## src/verilog/flp_pkg.sv

```systemverilog
// Single precision float format
// Format constants, the float word with its two views, unpacked operand

package flp_pkg;

	localparam int EWIDTH = 8;				// Exponent width
	localparam int SWIDTH = 23;				// Stored significand width
	localparam int RSWIDTH = 23;				// Guard bits for align and round
	localparam int FWIDTH = 1 + EWIDTH + SWIDTH;		// Float word width
	localparam logic [EWIDTH-1:0] BIAS = EWIDTH'((1 << (EWIDTH - 1)) - 1);
	localparam logic [FWIDTH-1:0] QNAN = 32'h7FC0_0000;	// Canonical quiet NaN

	// One float word, raw bits or sign/exponent/fraction
	typedef union packed {
		logic [FWIDTH-1:0]		bits;
		struct packed {
			logic			sign;
			logic [EWIDTH-1:0]	exp;
			logic [SWIDTH-1:0]	frac;
		} f;
	} flp_word_t;

	// Operand after unpacking
	typedef struct packed {
		logic			sign;
		logic [EWIDTH-1:0]	exp;	// Biased, zero for zero operands
		logic [SWIDTH:0]	sig;	// With hidden bit
		logic			zero;	// Also set for denormals
		logic			nan;
		logic			inf;
	} flp_unpacked_t;

endpackage

```

## src/verilog/vmac_pkg.sv

```systemverilog
// Vector MAC unit types
// Lane count, request, lane operand, lane result and summary flags

package vmac_pkg;

	localparam int N_LANES = 4;	// Vector length

	typedef struct packed {
		flp_pkg::flp_word_t			b;	// Scalar multiplier
		flp_pkg::flp_word_t [N_LANES-1:0]	a;	// Accumulators
		flp_pkg::flp_word_t [N_LANES-1:0]	c;	// Multiplicands
		logic					valid;	// One-cycle strobe
	} vmac_req_t;

	typedef struct packed {
		flp_pkg::flp_unpacked_t	a;
		flp_pkg::flp_unpacked_t	b;	// Same in every lane
		flp_pkg::flp_unpacked_t	c;
		logic			valid;
	} lane_in_t;

	// Lane result before packing
	typedef struct packed {
		logic				sign;
		logic [flp_pkg::EWIDTH-1:0]	exp;
		logic [flp_pkg::SWIDTH:0]	sig;	// Rounded, hidden bit on top
		logic				zero;
		logic				nan;
		logic				inf;
		logic				valid;
	} lane_res_t;

	typedef struct packed {
		logic	any_nan;
		logic	any_inf;
		logic	all_zero;
		logic	valid;
	} vmac_status_t;

endpackage

```

## src/verilog/vmac_collect.sv

```systemverilog
`timescale 1ns/1ps

// Vector MAC result collection
// Packs lane results into float words, forms the summary flags
// and registers both

module vmac_collect (
	input  logic						clk,
	input  logic						nrst,
	input  vmac_pkg::lane_res_t [vmac_pkg::N_LANES-1:0]	i_lane,
	output flp_pkg::flp_word_t [vmac_pkg::N_LANES-1:0]	o_res,
	output vmac_pkg::vmac_status_t				o_status
);

	flp_pkg::flp_word_t [vmac_pkg::N_LANES-1:0]	res_d;
	vmac_pkg::vmac_status_t				status_d;
	logic [vmac_pkg::N_LANES-1:0]			valids;

	function automatic flp_pkg::flp_word_t pack(input vmac_pkg::lane_res_t r);
		flp_pkg::flp_word_t	w;
		w.bits = '0;					// +0 by default
		if (r.nan)
			w.bits = flp_pkg::QNAN;
		else if (r.inf)
		begin
			w.f.sign = r.sign;
			w.f.exp = '1;				// Zero fraction
		end
		else if (!r.zero)
		begin
			w.f.sign = r.sign;
			w.f.exp = r.exp;
			w.f.frac = r.sig[flp_pkg::SWIDTH-1:0];	// Hidden bit dropped
		end
		return w;
	endfunction

	always_comb
	begin
		status_d.any_nan = 1'b0;
		status_d.any_inf = 1'b0;
		status_d.all_zero = 1'b1;
		for (int k = 0; k < vmac_pkg::N_LANES; k++)
		begin
			res_d[k] = pack(i_lane[k]);
			valids[k] = i_lane[k].valid;
			status_d.any_nan |= i_lane[k].nan;
			status_d.any_inf |= i_lane[k].inf;
			status_d.all_zero &= i_lane[k].zero;
		end
		status_d.valid = valids[0];	// Lanes run in step
	end

	always_ff @(posedge clk or negedge nrst)
	begin
		if (!nrst)
			o_status.valid <= 1'b0;
		else
		begin
			o_status.valid <= status_d.valid;
			if (status_d.valid)
			begin
				o_status <= status_d;
				o_res <= res_d;
			end
		end
	end

	// All lanes deliver in the same cycle
	a_lanes_in_step: assert property (@(posedge clk) disable iff (!nrst)
		(&valids) || !(|valids));

endmodule

```

## config.mk

```make
export PLATFORM = sky130hd
export DESIGN_NAME = vmac_collect
export DESIGN_NICKNAME = d
export VERILOG_FILES = /design/src/verilog/flp_pkg.sv /design/src/verilog/vmac_pkg.sv /design/src/verilog/vmac_collect.sv
export SDC_FILE = /design/constraint.sdc
export NUM_CORES = 1
export LEC_CHECK = 0
export ABC_AREA = 1
export BUFFER_PORTS_ARGS = -buffer_cell sky130_fd_sc_hd__buf_2
export CAP_MARGIN = 20
export CORE_MARGIN = 8
export CORE_UTILIZATION = 45
export DETAILED_ROUTE_END_ITERATION = 8
export HOLD_SLACK_MARGIN = 0.05
export MAX_ROUTING_LAYER = met4
export PLACE_DENSITY = 0.91
export SLEW_MARGIN = 20
export SYNTH_ARGS = -nofsm -noshare
export SYNTH_HDL_FRONTEND = slang
export SYNTH_SLANG_ARGS = --single-unit
```

## constraint.sdc

```tcl
create_clock -name clk -period 0.8 [get_ports clk]
set_clock_uncertainty 0.15 [all_clocks]
set_input_delay 0.04 -clock clk [delete_from_list [all_inputs] [get_ports clk]]
set_output_delay 0.04 -clock clk [all_outputs]
set_load 0.01 [all_outputs]
```

==> impl_metrics.tcl <==
set metrics [dict create \
    status "finished with violations" \
    failed_checks "negative hold slack, negative setup slack" \
    grt_overflow_total 0 \
    synth.avg_cell_area_um2 12.6 \
    first_pass_iteration_count_of_the_detailed_router 5 \
    worstMarginPinSlew_ps 293 \
    timing.critical_path.fanout_max 1 \
    routed_wirelength_um 20000 \
    hold_path.class "input port to flip-flop" \
    io_buffer_count 274 \
    total_cts_buffers 17 \
    final.fill_count 598 \
    nNetsFinal 1004 \
    seqCellArea_um2 3960 \
    yosys-mux-area-fraction_pct 0 \
    timing_hold_violations_final 42 \
    area_growth_syn_to_layout_pct 69.7 \
    synthesis.instances 423 \
    pin_count_of_the_biggest_net_entering_global_routing 54 \
    rsz_0062_raised_after_global_routing "yes" \
    fp.dieH_um 125 \
    cts.clk_slew.worst_paths_ps 60 \
    cts_root_buf "clkbuf_16" \
    synth_warnings 0 \
    post_synth_adder_cell_area_pct 0 \
    largest_family_of_logic_cells_by_synthesized_area "simple AND/OR/NAND/NOR gates" \
    whs_ps -181 \
    critical_path.cell_chain "buf_2" \
    min_to "o_res[125]$_SDFFCE_PP1P_" \
    p_per_area_nw_per_um2 1950 \
    tns_ps -42460 \
    initial_core_util_pct 46.4 \
    drtIter0Drc 407 \
    synth_area_in_simple_gates_pct 16.4 \
    crit_path_top_delay_cell "edfxtp_1" \
    synth.lib_cells_used.distinct 15 \
    ios 282 \
    slew_violations 0 \
    endpoint_kind "output port" \
    grt_pass1_vias 5373 \
    route.antenna.remaining_nets 0 \
    timing.final.setup_violations 142 \
    syn_area_um2 5330 \
    worst-path-buf-inv 1 \
    worstPathRequired_ps 610 \
    final.period_utilization_pct 149 \
    path_class "flip-flop to output port" \
    hold_path.startpoint "i_lane[113]" \
    arrival_ps 1000 \
    multi_input_area_um2 958 \
    first_pass_grt_wire_length_um 29800 \
    synthesis.nets 573 \
    vias_after_detailed_routing 4807 \
    layout-drive-gt1-share_pct 47.9 \
    fp-row-count 39 \
    synth_compound_gate_area_share_pct 0.376 \
    seq_area_frac_synth_pct 74.3 \
    cp_top_family "flip-flops" \
    ir_worst_vdd_uv 1600 \
    yosys_register_bits 132 \
    drv.max_cap_violation_count 0 \
    antenna_violations_before_repair 5 \
    type_of_origin_of_the_critical_path "flip-flop" \
    power.static_leakage_nw 4.24 \
    gp_congestion 0.770 \
    tritoncts_clock_tree "built" \
    cts.repair_timing.setup_buffer_count 0 \
    core_area_um2 11500 \
    achievable-frequency_ghz 0.840 \
    global_route.usage.total_pct 25.8 \
    post_drt_via_cell_ratio 4.75 \
    design.die.area_um2 15600 \
    min_path_cells 3 \
    clk_path_buf_depth 2 \
    tritoncts_sinks 132 \
    crit_path_max_incr_delay_ps 420 \
    worst_slew_margin_rel_pct 80.5 \
    drc 0 \
    final_critical_path_setup_slack_ps -391 \
    die_x_um 125 \
    cts-htree-levels 4 \
    synth_xor_xnor_area_share_pct 0 \
    hpwl_um 11900 \
    period_minus_slack_ps 1190 \
    avgRoutedWirePerCell_um 19.8 \
]
## cells by family after synthesis
family | count (synthesis)
AOI/OAI and AO/OA | 4
buffers and inverters | 110
DFF | 132
and+or+nand+nor | 177
## placed cells by master, fill, tap and decap left out
| cell | count |
|---|---|
| nand3_2 | 2 |
| edfxtp_1 | 131 |
| nand2_2 | 7 |
| buf_12 | 7 |
| buf_6 | 7 |
| clkinv_1 | 2 |
| dlygate4sd3_1 | 109 |
| nand3_1 | 3 |
| dfrtp_1 | 1 |
| nor2_4 | 7 |
| nand4_1 | 2 |
| nor2_2 | 40 |
| a21oi_1 | 3 |
| buf_2 | 247 |
| inv_1 | 67 |
| diode_2 | 5 |
| nor2_8 | 2 |
| inv_2 | 33 |
| clkinv_2 | 5 |
| nand2_1 | 65 |
| buf_4 | 31 |
| a21oi_2 | 1 |
| dlymetal6s4s_1 | 19 |
| clkbuf_1 | 5 |
| nand2_4 | 4 |
| clkinvlp_4 | 1 |
| nand2_8 | 1 |
| nor2_1 | 44 |
| clkbuf_16 | 18 |
| bufinv_16 | 1 |
## area by class of cell
cell class | count | area share [%]
Sequential cell | 132 | 43.8
Timing Repair Buffer | 421 | 33.6
Multi-Input combinational cell | 181 | 10.6
Clock buffer | 22 | 4.91
Inverter | 101 | 4.24
Tap cell | 143 | 1.98
Clock inverter | 8 | 0.692
Antenna cell | 5 | 0.138
## power breakdown
part / leakage (nW) / internal (W) / switching [W]
clock: 0.252 / 0.00418 / 0.00274
combinational: 2.81 / 0.00124 / 0.00126
sequential: 1.17 / 0.00806 / 0.000138
total: 4.24 / 0.0135 / 0.00414
## repair_timing
item,in CTS,in global routing
endpoints found under the hold margin,133,49
gates cloned,0,1
endpoints found under the setup margin,132,214
hold buffers,128,1
resized for setup,0,75
pin swaps,0,4
## registers in the layout, indices dropped and copies added (netlist names)
register  count
o_status      4
o_res       128
## synth_stat cells
master / instances / share of area [%]
nor2_1: 49 / 3.5
nand3_1: 5 / 0.47
nand4_1: 2 / 0.23
nand2_4: 4 / 0.85
nor2_2: 36 / 4.2
a21oi_1: 4 / 0.38
inv_2: 3 / 0.21
buf_2: 1 / 0.094
nor2_8: 2 / 0.75
nor2_4: 6 / 1.3
nand2_1: 73 / 5.1
edfxtp_1: 131 / 74
inv_1: 98 / 6.9
buf_6: 8 / 1.7
dfrtp_1: 1 / 0.47
## worst max-delay path by stage
stage,startpoint,endpoint,slack (ps),cells past startpoint
2_1_floorplan,nrst,o_res[0]$_SDFFCE_PP0P_,-1750,2
3_3_place_gp,nrst,o_res[5]$_SDFFCE_PP0P_,-330,5
3_5_place_dp,nrst,o_res[11]$_SDFFCE_PP0P_,-370,5
4_1_cts,o_res[100]$_SDFFCE_PP0P_,o_res[100],-380,1
5_1_grt,o_res[81]$_SDFFCE_PP0P_,o_res[81],-420,1
6_report,o_res[81]$_SDFFCE_PP0P_,o_res[81],-390,1
## per-stage QoR
stage                     utilization, %  setup slack (ps)  total power [W]  instances  area, µm²
after floorplan                        -             -1750          0.00907        423       5350
after global placement              62.6              -327           0.0101        869       7170
after detailed placement            62.6              -368           0.0102        869       7170
after CTS                           78.2              -381           0.0174       1027       8960
after global routing                78.8              -417           0.0181       1013       9040
final                               78.8              -391           0.0176       1013       9040
## metal layers
metal	up-vias	track usage (%)	wire length [µm]	share of wire, %
met2	298	45.3	10700	54
met3	60	7.87	1610	8.0
met4	0	13.6	786	3.9
li1	2193	-	-	-
met5	-	-	0	0
met1	2256	25.1	6920	35
(Power assumes the default switching activity.)
