<file path="src/verilog/flp_pkg.sv">
// Single precision float format
// Format constants, the float word with its two views, unpacked operand

package flp_pkg;

	localparam int EWIDTH = 8;				// Exponent width
	localparam int SWIDTH = 23;				// Stored significand width
	localparam int RSWIDTH = 23;				// Guard bits for align and round
	localparam int FWIDTH = 1 + EWIDTH + SWIDTH;		// Float word width
	localparam logic [EWIDTH-1:0] BIAS = EWIDTH'((1 << (EWIDTH - 1)) - 1);
	localparam logic [FWIDTH-1:0] QNAN = 32'h7FC0_0000;	// Canonical quiet NaN

	// One float word, raw bits or sign/exponent/fraction
	typedef union packed {
		logic [FWIDTH-1:0]		bits;
		struct packed {
			logic			sign;
			logic [EWIDTH-1:0]	exp;
			logic [SWIDTH-1:0]	frac;
		} f;
	} flp_word_t;

	// Operand after unpacking
	typedef struct packed {
		logic			sign;
		logic [EWIDTH-1:0]	exp;	// Biased, zero for zero operands
		logic [SWIDTH:0]	sig;	// With hidden bit
		logic			zero;	// Also set for denormals
		logic			nan;
		logic			inf;
	} flp_unpacked_t;

endpackage

</file>
<file path="src/verilog/vmac_pkg.sv">
// Vector MAC unit types
// Lane count, request, lane operand, lane result and summary flags

package vmac_pkg;

	localparam int N_LANES = 4;	// Vector length

	typedef struct packed {
		flp_pkg::flp_word_t			b;	// Scalar multiplier
		flp_pkg::flp_word_t [N_LANES-1:0]	a;	// Accumulators
		flp_pkg::flp_word_t [N_LANES-1:0]	c;	// Multiplicands
		logic					valid;	// One-cycle strobe
	} vmac_req_t;

	typedef struct packed {
		flp_pkg::flp_unpacked_t	a;
		flp_pkg::flp_unpacked_t	b;	// Same in every lane
		flp_pkg::flp_unpacked_t	c;
		logic			valid;
	} lane_in_t;

	// Lane result before packing
	typedef struct packed {
		logic				sign;
		logic [flp_pkg::EWIDTH-1:0]	exp;
		logic [flp_pkg::SWIDTH:0]	sig;	// Rounded, hidden bit on top
		logic				zero;
		logic				nan;
		logic				inf;
		logic				valid;
	} lane_res_t;

	typedef struct packed {
		logic	any_nan;
		logic	any_inf;
		logic	all_zero;
		logic	valid;
	} vmac_status_t;

endpackage

</file>
<file path="src/verilog/vmac_dispatch.sv">
`timescale 1ns/1ps

// Vector MAC dispatch
// Registers the request and unpacks the scalar and vector operands
// into one operand set per lane

module vmac_dispatch (
	input  logic						clk,
	input  logic						nrst,
	input  vmac_pkg::vmac_req_t				i_req,	// Request and strobe
	output vmac_pkg::lane_in_t [vmac_pkg::N_LANES-1:0]	o_lane	// Unpacked per lane
);

	vmac_pkg::vmac_req_t	req_q;	// Registered request
	flp_pkg::flp_unpacked_t	b_u;	// Scalar b, one copy for all lanes

	// Split a float word, denormals read as zero
	function automatic flp_pkg::flp_unpacked_t unpack(input flp_pkg::flp_word_t w);
		flp_pkg::flp_unpacked_t	u;
		logic			mag_zero;
		logic			exp_max;
		mag_zero = ~|w.bits[flp_pkg::FWIDTH-2:0];	// +0 or -0
		exp_max = &w.f.exp;				// Inf or NaN
		u.sign = w.f.sign;
		u.zero = mag_zero | (w.f.exp == '0);		// Denormal as zero
		u.nan = exp_max & (w.f.frac != '0);
		u.inf = exp_max & (w.f.frac == '0);
		u.exp = u.zero ? '0 : w.f.exp;
		u.sig = u.zero ? '0 : {1'b1, w.f.frac};	// Hidden bit set
		return u;
	endfunction

	always_ff @(posedge clk or negedge nrst)
	begin
		if (!nrst)
			req_q.valid <= 1'b0;
		else
		begin
			req_q.valid <= i_req.valid;
			if (i_req.valid)
			begin
				req_q.b <= i_req.b;	// Operands sampled on strobe only
				req_q.a <= i_req.a;
				req_q.c <= i_req.c;
			end
		end
	end

	assign b_u = unpack(req_q.b);

	always_comb
	begin
		for (int k = 0; k < vmac_pkg::N_LANES; k++)
		begin
			o_lane[k].a = unpack(req_q.a[k]);
			o_lane[k].b = b_u;			// Broadcast scalar
			o_lane[k].c = unpack(req_q.c[k]);
			o_lane[k].valid = req_q.valid;
		end
	end

endmodule

</file>
<file path="config.mk">
export PLATFORM = sky130hd
export DESIGN_NAME = vmac_dispatch
export DESIGN_NICKNAME = d
export VERILOG_FILES = /design/src/verilog/flp_pkg.sv /design/src/verilog/vmac_pkg.sv /design/src/verilog/vmac_dispatch.sv
export SDC_FILE = /design/constraint.sdc
export NUM_CORES = 1
export LEC_CHECK = 0
export BUFFER_PORTS_ARGS = -buffer_cell sky130_fd_sc_hd__buf_2
export CAP_MARGIN = 20
export CORE_AREA = 2 2 283 285
export CTS_CLUSTER_DIAMETER = 150
export CTS_CLUSTER_SIZE = 30
export DETAILED_ROUTE_END_ITERATION = 6
export DIE_AREA = 0 0 285 287
export PLACE_DENSITY = 0.44
export SLEW_MARGIN = 0
export SYNTH_ARGS = -nofsm -noshare
export SYNTH_HDL_FRONTEND = slang
export SYNTH_SLANG_ARGS = --single-unit
</file>
<file path="constraint.sdc">
create_clock -name clk -period 3.4 [get_ports clk]
set_clock_uncertainty 0.15 [all_clocks]
set_input_delay 0.17 -clock clk [delete_from_list [all_inputs] [get_ports clk]]
set_output_delay 0.17 -clock clk [all_outputs]
set_load 0.1 [all_outputs]
</file>
==> flow_metrics.tcl, run 1 <==
set metrics [dict create \
    hold_viol_final 0 \
    worst_pin_slew_ps 993 \
    synthesis.instances 861 \
    portBuffers 726 \
    mostFrequentLayoutCells "buf_2 (726), dlygate4sd3_1 (291), edfxtp_1 (288)" \
    first_iter_violations 353 \
    cts_buffers 13 \
    drtPass1Iterations 4 \
    fin_nets 1994 \
    vdd_drop_max_v 0.000469 \
    drv_slew 0 \
    cts_tree "done" \
    drt.antenna.violating_nets 0 \
    vias 9788 \
    layout_commonest_cell "buf_2" \
    synth_top_area_cell "edfxtp_1" \
    grt_antenna_before_repair 7 \
    critPathRequiredTime_ps 3080 \
    holdCritPathClass "in -> reg" \
    grt_use_total_pct 10.5 \
    drive_above_1_share_pct 58.3 \
    root_buffer "clkbuf_16" \
    cts.clk_slew.worst_paths_ps 110 \
    grt_remaining_overflow 0 \
    gp_congestion 0.960 \
    die-area_sq_mm 0.0818 \
    dp_hpwl_mm 36.5 \
    cts_setup_buffers 0 \
    status "complete, no violations" \
    htree_levels 1 \
    path_class "reg -> out" \
    area.growth.synth_to_final_pct 54.2 \
    cp_max_fo 2 \
    cts_buffer_depth 3 \
    setup_ws_ps 395 \
    via_per_inst 3.55 \
    grt_max_degree 51 \
    grt_pass1_wl_mm 65.1 \
    drc 0 \
    cp.arrival_ps 2690 \
    ctsResizeCount 0 \
    cp-start-kind "flop" \
    multi_input_area_sq_mm 0.00277 \
    setup_viol 0 \
    fp.dieH_microns 287 \
    register_area_sq_mm 0.00867 \
    whs_ps 141 \
    ys_ff_latch 289 \
    core.rowCount 103 \
    fin_util_pct 25.3 \
    end_kind "output pin" \
    synth_area_sq_mm 0.0129 \
    power_density_mw_per_mm2 487 \
    fp.dieW_microns 285 \
    coreArea_sq_mm 0.0786 \
    design_power_total_w 0.00969 \
    p_leak_nw 8.26 \
    place_ws_ps 857 \
    synthesis.nets 1152 \
    routedWlPerCell_microns 16.6 \
    start_util_pct 16.4 \
    finalCriticalPeriod_ps 3010 \
    cap_viol_max_count 0 \
    synth.top_cell.area_share_pct 66.9 \
    ios 727 \
    yosys_warnings 0 \
    cts.sinks 289 \
    netlist_top_cells_area "edfxtp_1 (67%), and2_4 (10%), buf_4 (7.0%)" \
    final.setup.tns_ps 0 \
    drt-total-wl_mm 45.8 \
    yosysSeqAreaShare_pct 67.1 \
    grt_pass1_vias 10600 \
    clock.fmax_ghz 0.333 \
    syn_area_per_cell_sq_um 15.0 \
    maxSlewHeadroom_pct 33.8 \
    fillCellCount 8288 \
    grt_setup_unrepaired "false" \
    yosysUniqueCellTypes 20 \
    finalCritPeriodShare_pct 88.4 \
]
[through the flow]
stage | cells | area [sq um]
floorplan | 861 | 12900
global placement | 2447 | 16600
detailed placement | 2447 | 16600
CTS | 2757 | 19900
global route | 2757 | 19900
finish | 2761 | 19900
[where the power goes]
group | switching, W | total (W) | internal [W]
Clock | 0.00115 | 0.00187 | 0.000726
Combinational | 0.00271 | 0.00345 | 0.000746
Sequential | 0.000172 | 0.00436 | 0.00419
Total | 0.00403 | 0.00969 | 0.00566
[synth_stat cells, drive strengths merged]
master / instances
a31oi: 9
and2: 208
and4: 18
buf: 148
clkbuf: 54
dfrtp: 1
dlygate4sd3: 9
edfxtp: 288
inv: 9
nand2: 9
nand4: 18
nor2: 9
nor3: 9
nor4: 63
or2: 9
[critical path, stage by stage (launching register included)]
cell and delay [ps]:
edfxtp_1 400, nor4_1 580, and4_1 500, and4_1 240
buf_2 430
[metal layers]
metal | global-route usage, % | wire length (microns) | vias to the layer above | share of wire (%)
met4 | 3.25 | 1370 | 6 | 3.0
met3 | 2.60 | 3150 | 53 | 6.9
li1 | - | - | 4587 | -
met1 | 10.9 | 16600 | 4708 | 36
met5 | 0 | 38 | - | 0.083
met2 | 20.4 | 24600 | 434 | 54
[path summary, 6_finish.rpt]
| kind | startpoint | end | slack (ps) | cells after the start |
|---|---|---|---|---|
| max | req_q[146] | o_lane[73] | 390 | 4 |
| min | i_req[0] | o_lane[0] | 140 | 2 |
| max in group asynchronous | nrst | o_lane[0] | 2700 | 3 |
| min in group asynchronous | nrst | o_lane[0] | 310 | 3 |
[flip-flops by register name, summed over array words and instances (netlist names)]
| name | count |
|---|---|
| o_lane | 10 |
| req_q | 279 |
[layout make-up]
class	count	area share, %
Antenna cell	4	0.0503
Clock buffer	17	1.71
Clock inverter	2	0.0754
Inverter	9	0.170
Multi-Input combinational cell	352	13.9
Sequential cell	289	43.5
Tap cell	1050	6.60
Timing Repair Buffer	1038	34.0
[cells by family after synthesis]
family | after synthesis | synth area share (%)
compound gates | 9 | 0.436
simple gates | 343 | 20.9
flops | 289 | 67.1
buf+inv | 220 | 11.5
[repair_timing]
| action | in CTS | in global routing |
|---|---|---|
| endpoints found under the setup margin | 0 | 0 |
| hold endpoints to repair | 290 | 0 |
| hold buffers | 291 | 0 |
No activity file was read; power rests on OpenSTA's default activity.
==> run 2: changes to the inputs <==
--- a/config.mk
+++ b/config.mk
@@ -13,6 +13,7 @@
 export DETAILED_ROUTE_END_ITERATION = 6
 export DIE_AREA = 0 0 285 287
 export PLACE_DENSITY = 0.44
+export REMOVE_ABC_BUFFERS = 1
 export SLEW_MARGIN = 0
 export SYNTH_ARGS = -nofsm -noshare
 export SYNTH_HDL_FRONTEND = slang
==> run 2 against run 1 <==
Against the previous run:
- critical path depth rose by 1
- combinational power about the same
- non-clock buffer count down 4
- maximum frequency shrank 3.8%
- setup slack worse by 120 ps
- routed wire length rose by 2.4%
- design area down 0.26%
- critical path type unchanged
- largest cell class unchanged
- highest routed layer unchanged
==> flow_metrics.tcl, run 2 (synthesized netlist as in run 1, its figures left out) <==
set metrics [dict create \
    cp-start-kind "flop" \
    swShare_pct 41.6 \
    status "complete, no violations" \
    routedWlPerCell_microns 17.0 \
    fp.dieH_microns 287 \
    ios 727 \
    htree_levels 1 \
    whs_ps 183 \
    start_util_pct 16.4 \
    finalCritPeriodShare_pct 91.9 \
    grt_antenna_before_repair 3 \
    gp_congestion 0.828 \
    cts_buffers 13 \
    ctsResizeCount 0 \
    cts.clk_slew.worst_paths_ps 120 \
    end_kind "output pin" \
    final.setup.tns_ps 0 \
    drc 0 \
    first_iter_violations 369 \
    grt_pass1_vias 10100 \
    grt_pass1_wl_mm 65.1 \
    grt_remaining_overflow 0 \
    drt.antenna.violating_nets 0 \
    setup_viol 0 \
    dp_cells 2443 \
    grt_max_degree 98 \
    core.rowCount 103 \
    drive_above_1_share_pct 58.2 \
    mostFrequentLayoutCells "buf_2 (726), dlygate4sd3_1 (291), edfxtp_1 (288)" \
    intPower_w 0.00566 \
    fp.dieW_microns 285 \
    portBuffers 726 \
    layout_commonest_cell "buf_2" \
    fin_nets 1990 \
    area.growth.synth_to_final_pct 53.8 \
    cts.sinks 289 \
    maxSlewHeadroom_pct 50.7 \
    largest_reg_flops 279 \
    cp.arrival_ps 2800 \
    regMostFlops "req_q" \
    drtPass1Iterations 5 \
    finalCriticalPeriod_ps 3120 \
    path_class "reg -> out" \
    vdd_drop_max_v 0.000544 \
    drt-total-wl_mm 46.9 \
    grt_setup_unrepaired "false" \
    p_leak_nw 8.23 \
    seqPwrFrac_pct 45.0 \
    die-area_sq_mm 0.0818 \
    drv_slew 0 \
    dp_hpwl_mm 37.1 \
    root_buffer "clkbuf_16" \
    hold_viol_final 0 \
    combPwrFrac_pct 35.6 \
    grt_use_total_pct 10.6 \
    coreArea_sq_mm 0.0786 \
    p_switching_w 0.00403 \
    cap_viol_max_count 0 \
    power_density_mw_per_mm2 488 \
    via_per_inst 3.53 \
    holdCritPathClass "in -> reg" \
    critPathRequiredTime_ps 3080 \
    cp_max_fo 2 \
    worst_pin_slew_ps 733 \
    p_clk_share_pct 19.4 \
    fin_cells 2754 \
    fin_util_pct 25.3 \
    vias 9727 \
    clock.fmax_ghz 0.320 \
    cts_buffer_depth 3 \
    cts_tree "done" \
]
==> run 2: changes by cell type in the layout (fill, tap and decap cells not counted) <==
cell / previous run / this run
buf_12: 5 / 4
buf_4: 16 / 13
clkbuf_1: 4 / 5
clkinv_1: 1 / 0
diode_2: 4 / 1
inv_6: 0 / 1
inv_8: 1 / 0
==> run 2: cell type report <==
| cell class | count | area (sq um) |
|---|---|---|
| Fill cell | 8350 | 58700 |
| Multi-Input combinational cell | 352 | 2770 |
| Tap cell | 1050 | 1310 |
| Clock buffer | 18 | 344 |
| Inverter | 9 | 33.8 |
| Sequential cell | 289 | 8670 |
| Clock inverter | 1 | 8.76 |
| Timing Repair Buffer | 1034 | 6720 |
| Antenna cell | 1 | 2.50 |
==> run 2: through the flow <==
step / worst slack (ps) / area, sq um / power (W)
6_report: 275 / 19900 / 0.00970
5_1_grt: 9.53 / 19900 / 0.0100
4_1_cts: 83.7 / 19900 / 0.00986
3_5_place_dp: 722 / 16600 / 0.00764
3_3_place_gp: 722 / 16600 / 0.00764
2_1_floorplan: -6300 / 11500 / 0.00703
==> run 2: worst paths after layout <==
path | startpoint | to | slack [ps] | cells after the start
worst min-delay path | i_req[280] | req_q[280] | 180 | 2
min in group asynchronous | nrst | o_lane[0] | 370 | 3
max in group asynchronous | nrst | o_lane[0] | 2620 | 3
worst max-delay path | req_q[52] | o_lane[110] | 280 | 5
==> run 2: timing repair <==
action | 4_1_cts | 5_1_grt
endpoints found under the hold margin | 290 | 0
buffers inserted | 0 | 0
hold buffers | 291 | 0
==> run 2: worst max-delay path: stages (launching register included) <==
cell and delay, ps:
edfxtp_1 420, nor4_1 660, buf_4 240, and4_1 290, and4_1 220, buf_2 440
==> run 2: metal layers <==
metal	GRT usage, %	share of wire, %	vias to the layer above
li1	-	-	4575
met5	0	0.021	-
met1	12.4	40	4672
met3	2.98	7.4	48
met4	2.92	2.7	2
met2	18.8	50	430
==> run 2: power groups by stage <==
stage | clock network [W] | logic, W | registers (W)
floorplan | 0 | 0.00197 | 0.00507
global placement | 0 | 0.00320 | 0.00444
detailed placement | 0 | 0.00319 | 0.00445
CTS | 0.00202 | 0.00347 | 0.00437
global route | 0.00211 | 0.00355 | 0.00439
finish | 0.00188 | 0.00345 | 0.00436
