--- config.mk ---
export PLATFORM = sky130hd
export DESIGN_NAME = flp_mac_lane
export DESIGN_NICKNAME = d
export VERILOG_FILES = /design/src/verilog/flp_pkg.sv /design/src/verilog/vmac_pkg.sv /design/src/verilog/flp_mac_lane.sv
export SDC_FILE = /design/constraint.sdc
export NUM_CORES = 2
export LEC_CHECK = 0
export ABC_AREA = 1
export BUFFER_PORTS_ARGS = -buffer_cell sky130_fd_sc_hd__buf_4
export CORE_MARGIN = 3
export CORE_UTILIZATION = 42
export CTS_BUF_LIST = sky130_fd_sc_hd__clkbuf_8
export CTS_CLUSTER_DIAMETER = 30
export CTS_CLUSTER_SIZE = 25
export DETAILED_ROUTE_END_ITERATION = 6
export MAX_ROUTING_LAYER = met4
export PLACE_DENSITY = 0.62
export SLEW_MARGIN = 0
export SYNTH_ARGS = -nofsm -noshare
export SYNTH_HDL_FRONTEND = slang
export SYNTH_SLANG_ARGS = --single-unit
--- constraint.sdc ---
create_clock -name clk -period 12.59 [get_ports clk]
set_clock_uncertainty 0.05 [all_clocks]
set_input_delay 0.6295 -clock clk [delete_from_list [all_inputs] [get_ports clk]]
set_output_delay 0.6295 -clock clk [all_outputs]
set_load 0.005 [all_outputs]
--- src/verilog/flp_pkg.sv ---
// Single precision float format
// Format constants, the float word with its two views, unpacked operand

package flp_pkg;

	localparam int EWIDTH = 8;				// Exponent width
	localparam int SWIDTH = 23;				// Stored significand width
	localparam int RSWIDTH = 23;				// Guard bits for align and round
	localparam int FWIDTH = 1 + EWIDTH + SWIDTH;		// Float word width
	localparam logic [EWIDTH-1:0] BIAS = EWIDTH'((1 << (EWIDTH - 1)) - 1);
	localparam logic [FWIDTH-1:0] QNAN = 32'h7FC0_0000;	// Canonical quiet NaN

	// One float word, raw bits or sign/exponent/fraction
	typedef union packed {
		logic [FWIDTH-1:0]		bits;
		struct packed {
			logic			sign;
			logic [EWIDTH-1:0]	exp;
			logic [SWIDTH-1:0]	frac;
		} f;
	} flp_word_t;

	// Operand after unpacking
	typedef struct packed {
		logic			sign;
		logic [EWIDTH-1:0]	exp;	// Biased, zero for zero operands
		logic [SWIDTH:0]	sig;	// With hidden bit
		logic			zero;	// Also set for denormals
		logic			nan;
		logic			inf;
	} flp_unpacked_t;

endpackage

--- src/verilog/vmac_pkg.sv ---
// Vector MAC unit types
// Lane count, request, lane operand, lane result and summary flags

package vmac_pkg;

	localparam int N_LANES = 4;	// Vector length

	typedef struct packed {
		flp_pkg::flp_word_t			b;	// Scalar multiplier
		flp_pkg::flp_word_t [N_LANES-1:0]	a;	// Accumulators
		flp_pkg::flp_word_t [N_LANES-1:0]	c;	// Multiplicands
		logic					valid;	// One-cycle strobe
	} vmac_req_t;

	typedef struct packed {
		flp_pkg::flp_unpacked_t	a;
		flp_pkg::flp_unpacked_t	b;	// Same in every lane
		flp_pkg::flp_unpacked_t	c;
		logic			valid;
	} lane_in_t;

	// Lane result before packing
	typedef struct packed {
		logic				sign;
		logic [flp_pkg::EWIDTH-1:0]	exp;
		logic [flp_pkg::SWIDTH:0]	sig;	// Rounded, hidden bit on top
		logic				zero;
		logic				nan;
		logic				inf;
		logic				valid;
	} lane_res_t;

	typedef struct packed {
		logic	any_nan;
		logic	any_inf;
		logic	all_zero;
		logic	valid;
	} vmac_status_t;

endpackage

--- src/verilog/flp_mac_lane.sv ---
`timescale 1ns/1ps

// Single precision multiply-accumulate lane, a + b*c
// Four stages: exact product, align and add, normalize, round.
// Guard bits below the window are truncated, rounding is nearest even

module flp_mac_lane (
	input  logic			clk,
	input  logic			nrst,
	input  vmac_pkg::lane_in_t	i_op,	// Unpacked a, b, c
	output vmac_pkg::lane_res_t	o_res	// Rounded result and flags
);

	localparam int EW = flp_pkg::EWIDTH;
	localparam int SW = flp_pkg::SWIDTH;
	localparam int XW = EW + 3;				// Signed exponent width
	localparam int PW = 2 * (SW + 1);			// Exact product, 48
	localparam int SUMW = PW + flp_pkg::RSWIDTH + 1;	// Sum window, 72
	localparam int UNIT = 2 * SW + flp_pkg::RSWIDTH;	// Unit bit in window
	localparam int LZW = $clog2(SUMW);
	localparam logic signed [XW-1:0] EMAX = (1 << EW) - 1;	// All-ones exponent

	typedef struct packed {
		logic			valid;
		flp_pkg::flp_unpacked_t	a;	// Accumulator rides along
		logic			p_sign;
		logic signed [XW-1:0]	p_exp;	// Biased, unit at bit PW-2
		logic [PW-1:0]		p_sig;
		logic			p_zero;
		logic			p_nan;
		logic			p_inf;
	} prod_t;

	// Used for both the raw sum and the normalized sum
	typedef struct packed {
		logic			valid;
		logic			sign;
		logic signed [XW-1:0]	exp;	// Exponent of the unit bit
		logic [SUMW-1:0]	mag;
		logic			zero;	// Cancelled or both zero
		logic			nan;
		logic			inf;
		logic			inf_sign;
	} sum_t;

	prod_t			s1_d;
	prod_t			s1;
	sum_t			s2_d;
	sum_t			s2;
	sum_t			s3_d;
	sum_t			s3;
	logic signed [XW-1:0]	a_exp;
	logic [SUMW-1:0]	a_win;	// a placed in the window
	logic [SUMW-1:0]	p_win;	// Product placed in the window
	logic			a_big;	// a has the larger exponent
	logic [XW-1:0]		shamt;
	logic [SUMW-1:0]	big_win;
	logic [SUMW-1:0]	sml_win;
	logic			sml_sign;
	logic [LZW-1:0]		lead;	// Leading one position
	logic			up;	// Round increment
	logic [SW+1:0]		rnd;	// Rounded significand with carry
	logic signed [XW-1:0]	r_exp;
	logic			ovf;
	logic			unf;
	vmac_pkg::lane_res_t	res_d;

	function automatic logic [LZW-1:0] lead_one(input logic [SUMW-1:0] v);
		logic [LZW-1:0]	pos;
		pos = '0;
		for (int i = 0; i < SUMW; i++)
		begin
			if (v[i])
				pos = LZW'(i);	// Highest set bit wins
		end
		return pos;
	endfunction

	// Product exponent, flags and exact significand product
	always_comb
	begin
		s1_d.valid = i_op.valid;
		s1_d.a = i_op.a;
		s1_d.p_sign = i_op.b.sign ^ i_op.c.sign;
		s1_d.p_exp = $signed({{(XW-EW){1'b0}}, i_op.b.exp})
			+ $signed({{(XW-EW){1'b0}}, i_op.c.exp})
			- $signed({{(XW-EW){1'b0}}, flp_pkg::BIAS});
		s1_d.p_sig = i_op.b.sig * i_op.c.sig;		// 24x24, exact
		s1_d.p_zero = i_op.b.zero | i_op.c.zero;
		s1_d.p_nan = i_op.b.nan | i_op.c.nan | (i_op.b.zero & i_op.c.inf)
			| (i_op.b.inf & i_op.c.zero);		// Zero times inf
		s1_d.p_inf = i_op.b.inf | i_op.c.inf;
	end

	// Align to the larger exponent and add with signs
	assign a_exp = $signed({{(XW-EW){1'b0}}, s1.a.exp});
	assign a_win = {{(SUMW-1-UNIT){1'b0}}, s1.a.sig, {(UNIT-SW){1'b0}}};
	assign p_win = {1'b0, s1.p_sig, {flp_pkg::RSWIDTH{1'b0}}};

	always_comb
	begin
		a_big = s1.a.zero ? 1'b0 : (s1.p_zero | (a_exp >= s1.p_exp));
		big_win = a_big ? a_win : p_win;
		shamt = a_big ? a_exp - s1.p_exp : s1.p_exp - a_exp;
		sml_win = (a_big ? p_win : a_win) >> shamt;	// Low bits dropped
		sml_sign = a_big ? s1.p_sign : s1.a.sign;
		s2_d.valid = s1.valid;
		s2_d.exp = a_big ? a_exp : s1.p_exp;
		s2_d.sign = a_big ? s1.a.sign : s1.p_sign;
		if (sml_sign == s2_d.sign)
			s2_d.mag = big_win + sml_win;
		else if (big_win >= sml_win)
			s2_d.mag = big_win - sml_win;
		else
		begin
			s2_d.mag = sml_win - big_win;	// Smaller exponent, larger value
			s2_d.sign = sml_sign;
		end
		s2_d.zero = (s2_d.mag == '0);
		s2_d.nan = s1.a.nan | s1.p_nan
			| (s1.a.inf & s1.p_inf & (s1.a.sign ^ s1.p_sign));	// inf - inf
		s2_d.inf = s1.a.inf | s1.p_inf;
		s2_d.inf_sign = s1.a.inf ? s1.a.sign : s1.p_sign;
	end

	// Leading one to the top of the window
	always_comb
	begin
		lead = lead_one(s2.mag);
		s3_d = s2;
		s3_d.mag = s2.mag << (LZW'(SUMW - 1) - lead);
		s3_d.exp = s2.exp + $signed({{(XW-LZW){1'b0}}, lead}) - XW'(UNIT);
	end

	// Round to nearest even and classify
	always_comb
	begin
		up = s3.mag[SUMW-SW-2] & (s3.mag[SUMW-SW-1] | (|s3.mag[SUMW-SW-3:0]));
		rnd = {1'b0, s3.mag[SUMW-1 -: SW+1]} + {{(SW+1){1'b0}}, up};
		r_exp = s3.exp + $signed({{(XW-1){1'b0}}, rnd[SW+1]});	// Carry out
		ovf = !r_exp[XW-1] && (r_exp >= EMAX);
		unf = r_exp[XW-1] || (r_exp == '0);			// Flush to +0
		res_d.valid = s3.valid;
		res_d.nan = s3.nan;
		res_d.inf = !s3.nan && (s3.inf || (!s3.zero && ovf));
		res_d.zero = !s3.nan && !res_d.inf && (s3.zero || unf);
		if (res_d.nan || res_d.zero)
			res_d.sign = 1'b0;
		else if (s3.inf)
			res_d.sign = s3.inf_sign;
		else
			res_d.sign = s3.sign;				// Finite or overflow
		res_d.exp = r_exp[EW-1:0];
		res_d.sig = rnd[SW+1] ? rnd[SW+1:1] : rnd[SW:0];
	end

	always_ff @(posedge clk or negedge nrst)
	begin
		if (!nrst)
		begin
			s1.valid <= 1'b0;
			s2.valid <= 1'b0;
			s3.valid <= 1'b0;
			o_res.valid <= 1'b0;
		end
		else
		begin
			s1.valid <= i_op.valid;
			s2.valid <= s1.valid;
			s3.valid <= s2.valid;
			o_res.valid <= s3.valid;
			if (i_op.valid)
				s1 <= s1_d;		// Stage 1, product
			if (s1.valid)
				s2 <= s2_d;		// Stage 2, sum
			if (s2.valid)
				s3 <= s3_d;		// Stage 3, normalized
			if (s3.valid)
				o_res <= res_d;		// Stage 4, rounded
		end
	end

	// Pipeline valids never go unknown after reset
	a_valid_known: assert property (@(posedge clk) disable iff (!nrst)
		!$isunknown({s1.valid, s2.valid, s3.valid, o_res.valid}));

	// NaN and inf are exclusive in a result
	a_nan_inf: assert property (@(posedge clk) disable iff (!nrst)
		o_res.valid |-> !(o_res.nan && o_res.inf));

endmodule

==> out/metrics.yaml <==
drt.antenna.violating_nets: 0
hold_viol_final: 0
min_from: "i_op[102]"
rows: 127
gr-usage-all-layers_pct: 31.0
routabilityCongestion: 1.04
drc_errors: 0
yosysSeqAreaShare_pct: 18.3
max_freq_ghz: 0.0882
tightest_slew_ps: 1250
htree_levels: 3
fin_util_pct: 45.7
cts.sinks: 313
grt_max_degree: 110
holdPathStages: 1
finalSetupViolations: 0
synthArstFlopShare_pct: 1.28
min_to: "a_exp[2]"
drtIter0Drc: 3846
core_area_mm2: 0.121
fin_crit_sh_pct: 90.0
ir_worst_vdd_v: 0.000513
critPathRequiredTime_ps: 13000
ys_ff_latch: 313
tritoncts: "built"
grt_overflow: 0
syn-cell-area_mm2: 0.0513
grt_pass1_wl_mm: 290
period_needed_ps: 11330
dp_hpwl_mm: 157
post_dp_cell_area_mm2: 0.0535
crit_path_start_kind: "flip-flop"
start_util_pct: 42.5
clockBufferDepth: 3
worstPathMaxFanout: 109
cts_resized: 0
ys_warn_count: 0
clock_latency_ps: 720
clockRootBuffer: "clkbuf_8"
via_count: 48400
synth_area_leaders: "fa_1 19%, edfxtp_1 18%, nand2_1 13%"
synth_cell_types: 62
via_per_inst: 5.39
stdcell_area_mm2: 0.0551
r2r_cells: 52
power_density_mw_per_mm2: 307
hp-class: "input pin to flip-flop"
dieArea_mm2: 0.126
synth_commonest_cells: "1744 x nand2_1, 1476 x inv_1, 779 x nand3_1"
r2r-start: "s1[53]"
crit_arrival_ps: 11750
relSlewSlack_pct: 15.8
slowest_delay_ps: 890
io_pins: 148
layout.cells.non_filler: 8982
worstSetupEndpointType: "flip-flop"
antenna_found_initial: 4
drive_above_1_share_pct: 5.09
synth-edff-count: 309
r2r_end: "s2[3]"
dieWidth_um: 355
routedWlPerCell_um: 21.4
fin_setup_tns_ps: 0
rrSetupSlack_ps: 1260
nets: 8283
synth_most_common_cell: "nand2_1"
syn_avg_cell_area_um2: 6.95
maxCapViolCount: 0
critPathKind: "flip-flop to flip-flop"
dp_cells: 8851
post_cts_buffers: 0
clkTransAtPathRegs_ps: 70
cts_buffers: 68
portBuffers: 147
rsz0062_at_grt: "false"
hold_ws_ps: 59.6
leakagePower_nw: 28.2
maxSlewViolCount: 0
drt-pass1-iter-count: 6
ys.flop_type: "edfxtp_1"
postRouteWirelength_mm: 192
outcome: "completed"
syn2layout_area_growth_pct: 7.38
grt_pass1_vias: 48400
postSynthCellCount: 7382
die_height_um: 355
synth_top_area_share_pct: 19.0
cp_slowest_cell: "xor2_1"
synth_nets: 8350
synth_top_area_cell: "fa_1"
==> worst max-delay path: cells and delay by family (launching register included) <==
family	cells	cell delay (ps)
DFF	1	370
buffers and inverters	9	2350
and+or+nand+nor	22	2700
adders and majority gates	2	870
xor gates and xnor gates	2	1100
AOI/OAI and AO/OA	17	3530
==> cells in the final DEF, fill, tap and decap left out, types with 11 or more instances in the layout <==
cell type  Yosys  layout
a211oi_1      11      11
a21oi_1      386     385
a31oi_1       23      22
buf_4          3     191
clkbuf_8       0      68
clkinv_1       8      15
clkinv_2       0      11
edfxtp_1     309     309
fa_1         488     488
ha_1         369     369
inv_1       1476    1477
inv_2         31      32
mux2i_1       42      42
nand2_1     1744    1741
nand3_1      779     779
nand4_1       36      36
nor2_1       516     515
nor3_1        60      60
nor4_1        35      35
o211ai_1      39      39
o21a_1        30      30
o21ai_0      270     270
o21ai_1      117     117
o21bai_1      16      16
o221ai_1      12      12
xnor2_1       23      22
xor2_1       114     111
==> flip-flops by register name, indices dropped and copies added, names as in the netlist <==
name	count
res_d	2
s2	88
a_win	24
s1	19
p_win	48
a_exp	8
o_res	37
s3	87
==> power breakdown <==
group | switching (mW) | internal (mW) | total [mW]
Sequential | 0.100 | 1.98 | 2.08
Clock | 0.550 | 0.702 | 1.25
Combinational | 8.77 | 4.77 | 13.5
==> layer usage <==
metal  share of wire [%]  track usage, %  wire length, µm
met5                   0               -                0
met1                  38            34.8            73800
met4                 6.6            17.2            12700
met3                 5.4            3.69            10400
met2                  50            53.4            95000
==> worst max path at each step <==
stage | end | cells past startpoint | slack [ps] | from
finish | s2[3] | 52 | 1260 | s1[53]
detailed placement | s2[3] | 52 | 1500 | s1[53]
global route | s2[3] | 54 | 410 | s1[53]
CTS | s2[3] | 51 | 1490 | a_exp[2]
floorplan | p_win[70] | 40 | 4260 | i_op[4]
global placement | s2[3] | 52 | 1500 | s1[53]
==> stage by stage <==
| step | setup slack (ps) | power (mW) |
|---|---|---|
| floorplan | 4260 | 11.7 |
| global placement | 1500 | 15.4 |
| detailed placement | 1500 | 15.6 |
| CTS | 1490 | 16.9 |
| global route | 411 | 18.7 |
| finish | 1260 | 16.9 |
==> logic make-up (layout without fill, tap and decap cells) <==
family | Yosys count | count (layout) | share of synthesized area (%)
xor gates and xnor gates | 138 | 138 | 2.37
other | 0 | 2 | 0
buffers and inverters | 1849 | 1835 | 13.8
AOI/OAI and AO/OA | 967 | 967 | 10.4
DFF | 313 | 313 | 18.3
adders and majority gates | 857 | 857 | 28.1
muxes | 43 | 43 | 0.842
and+or+nand+nor | 3215 | 3215 | 26.2
==> layout make-up <==
class	instances	area [µm²]
Antenna cell	2	5.00
Clock buffer	68	936
Clock inverter	55	596
Fill cell	12700	65500
Inverter	1515	5690
Multi-Input combinational cell	5220	34900
Sequential cell	313	9380
Tap cell	1612	2020
Timing Repair Buffer	197	1490
==> timing repair <==
action / 4_1_cts / 5_1_grt
endpoints found under the setup margin: 0 / 0
endpoints found under the hold margin: 9 / 0
hold buffers: 6 / 0
(Power assumes the default switching activity.)
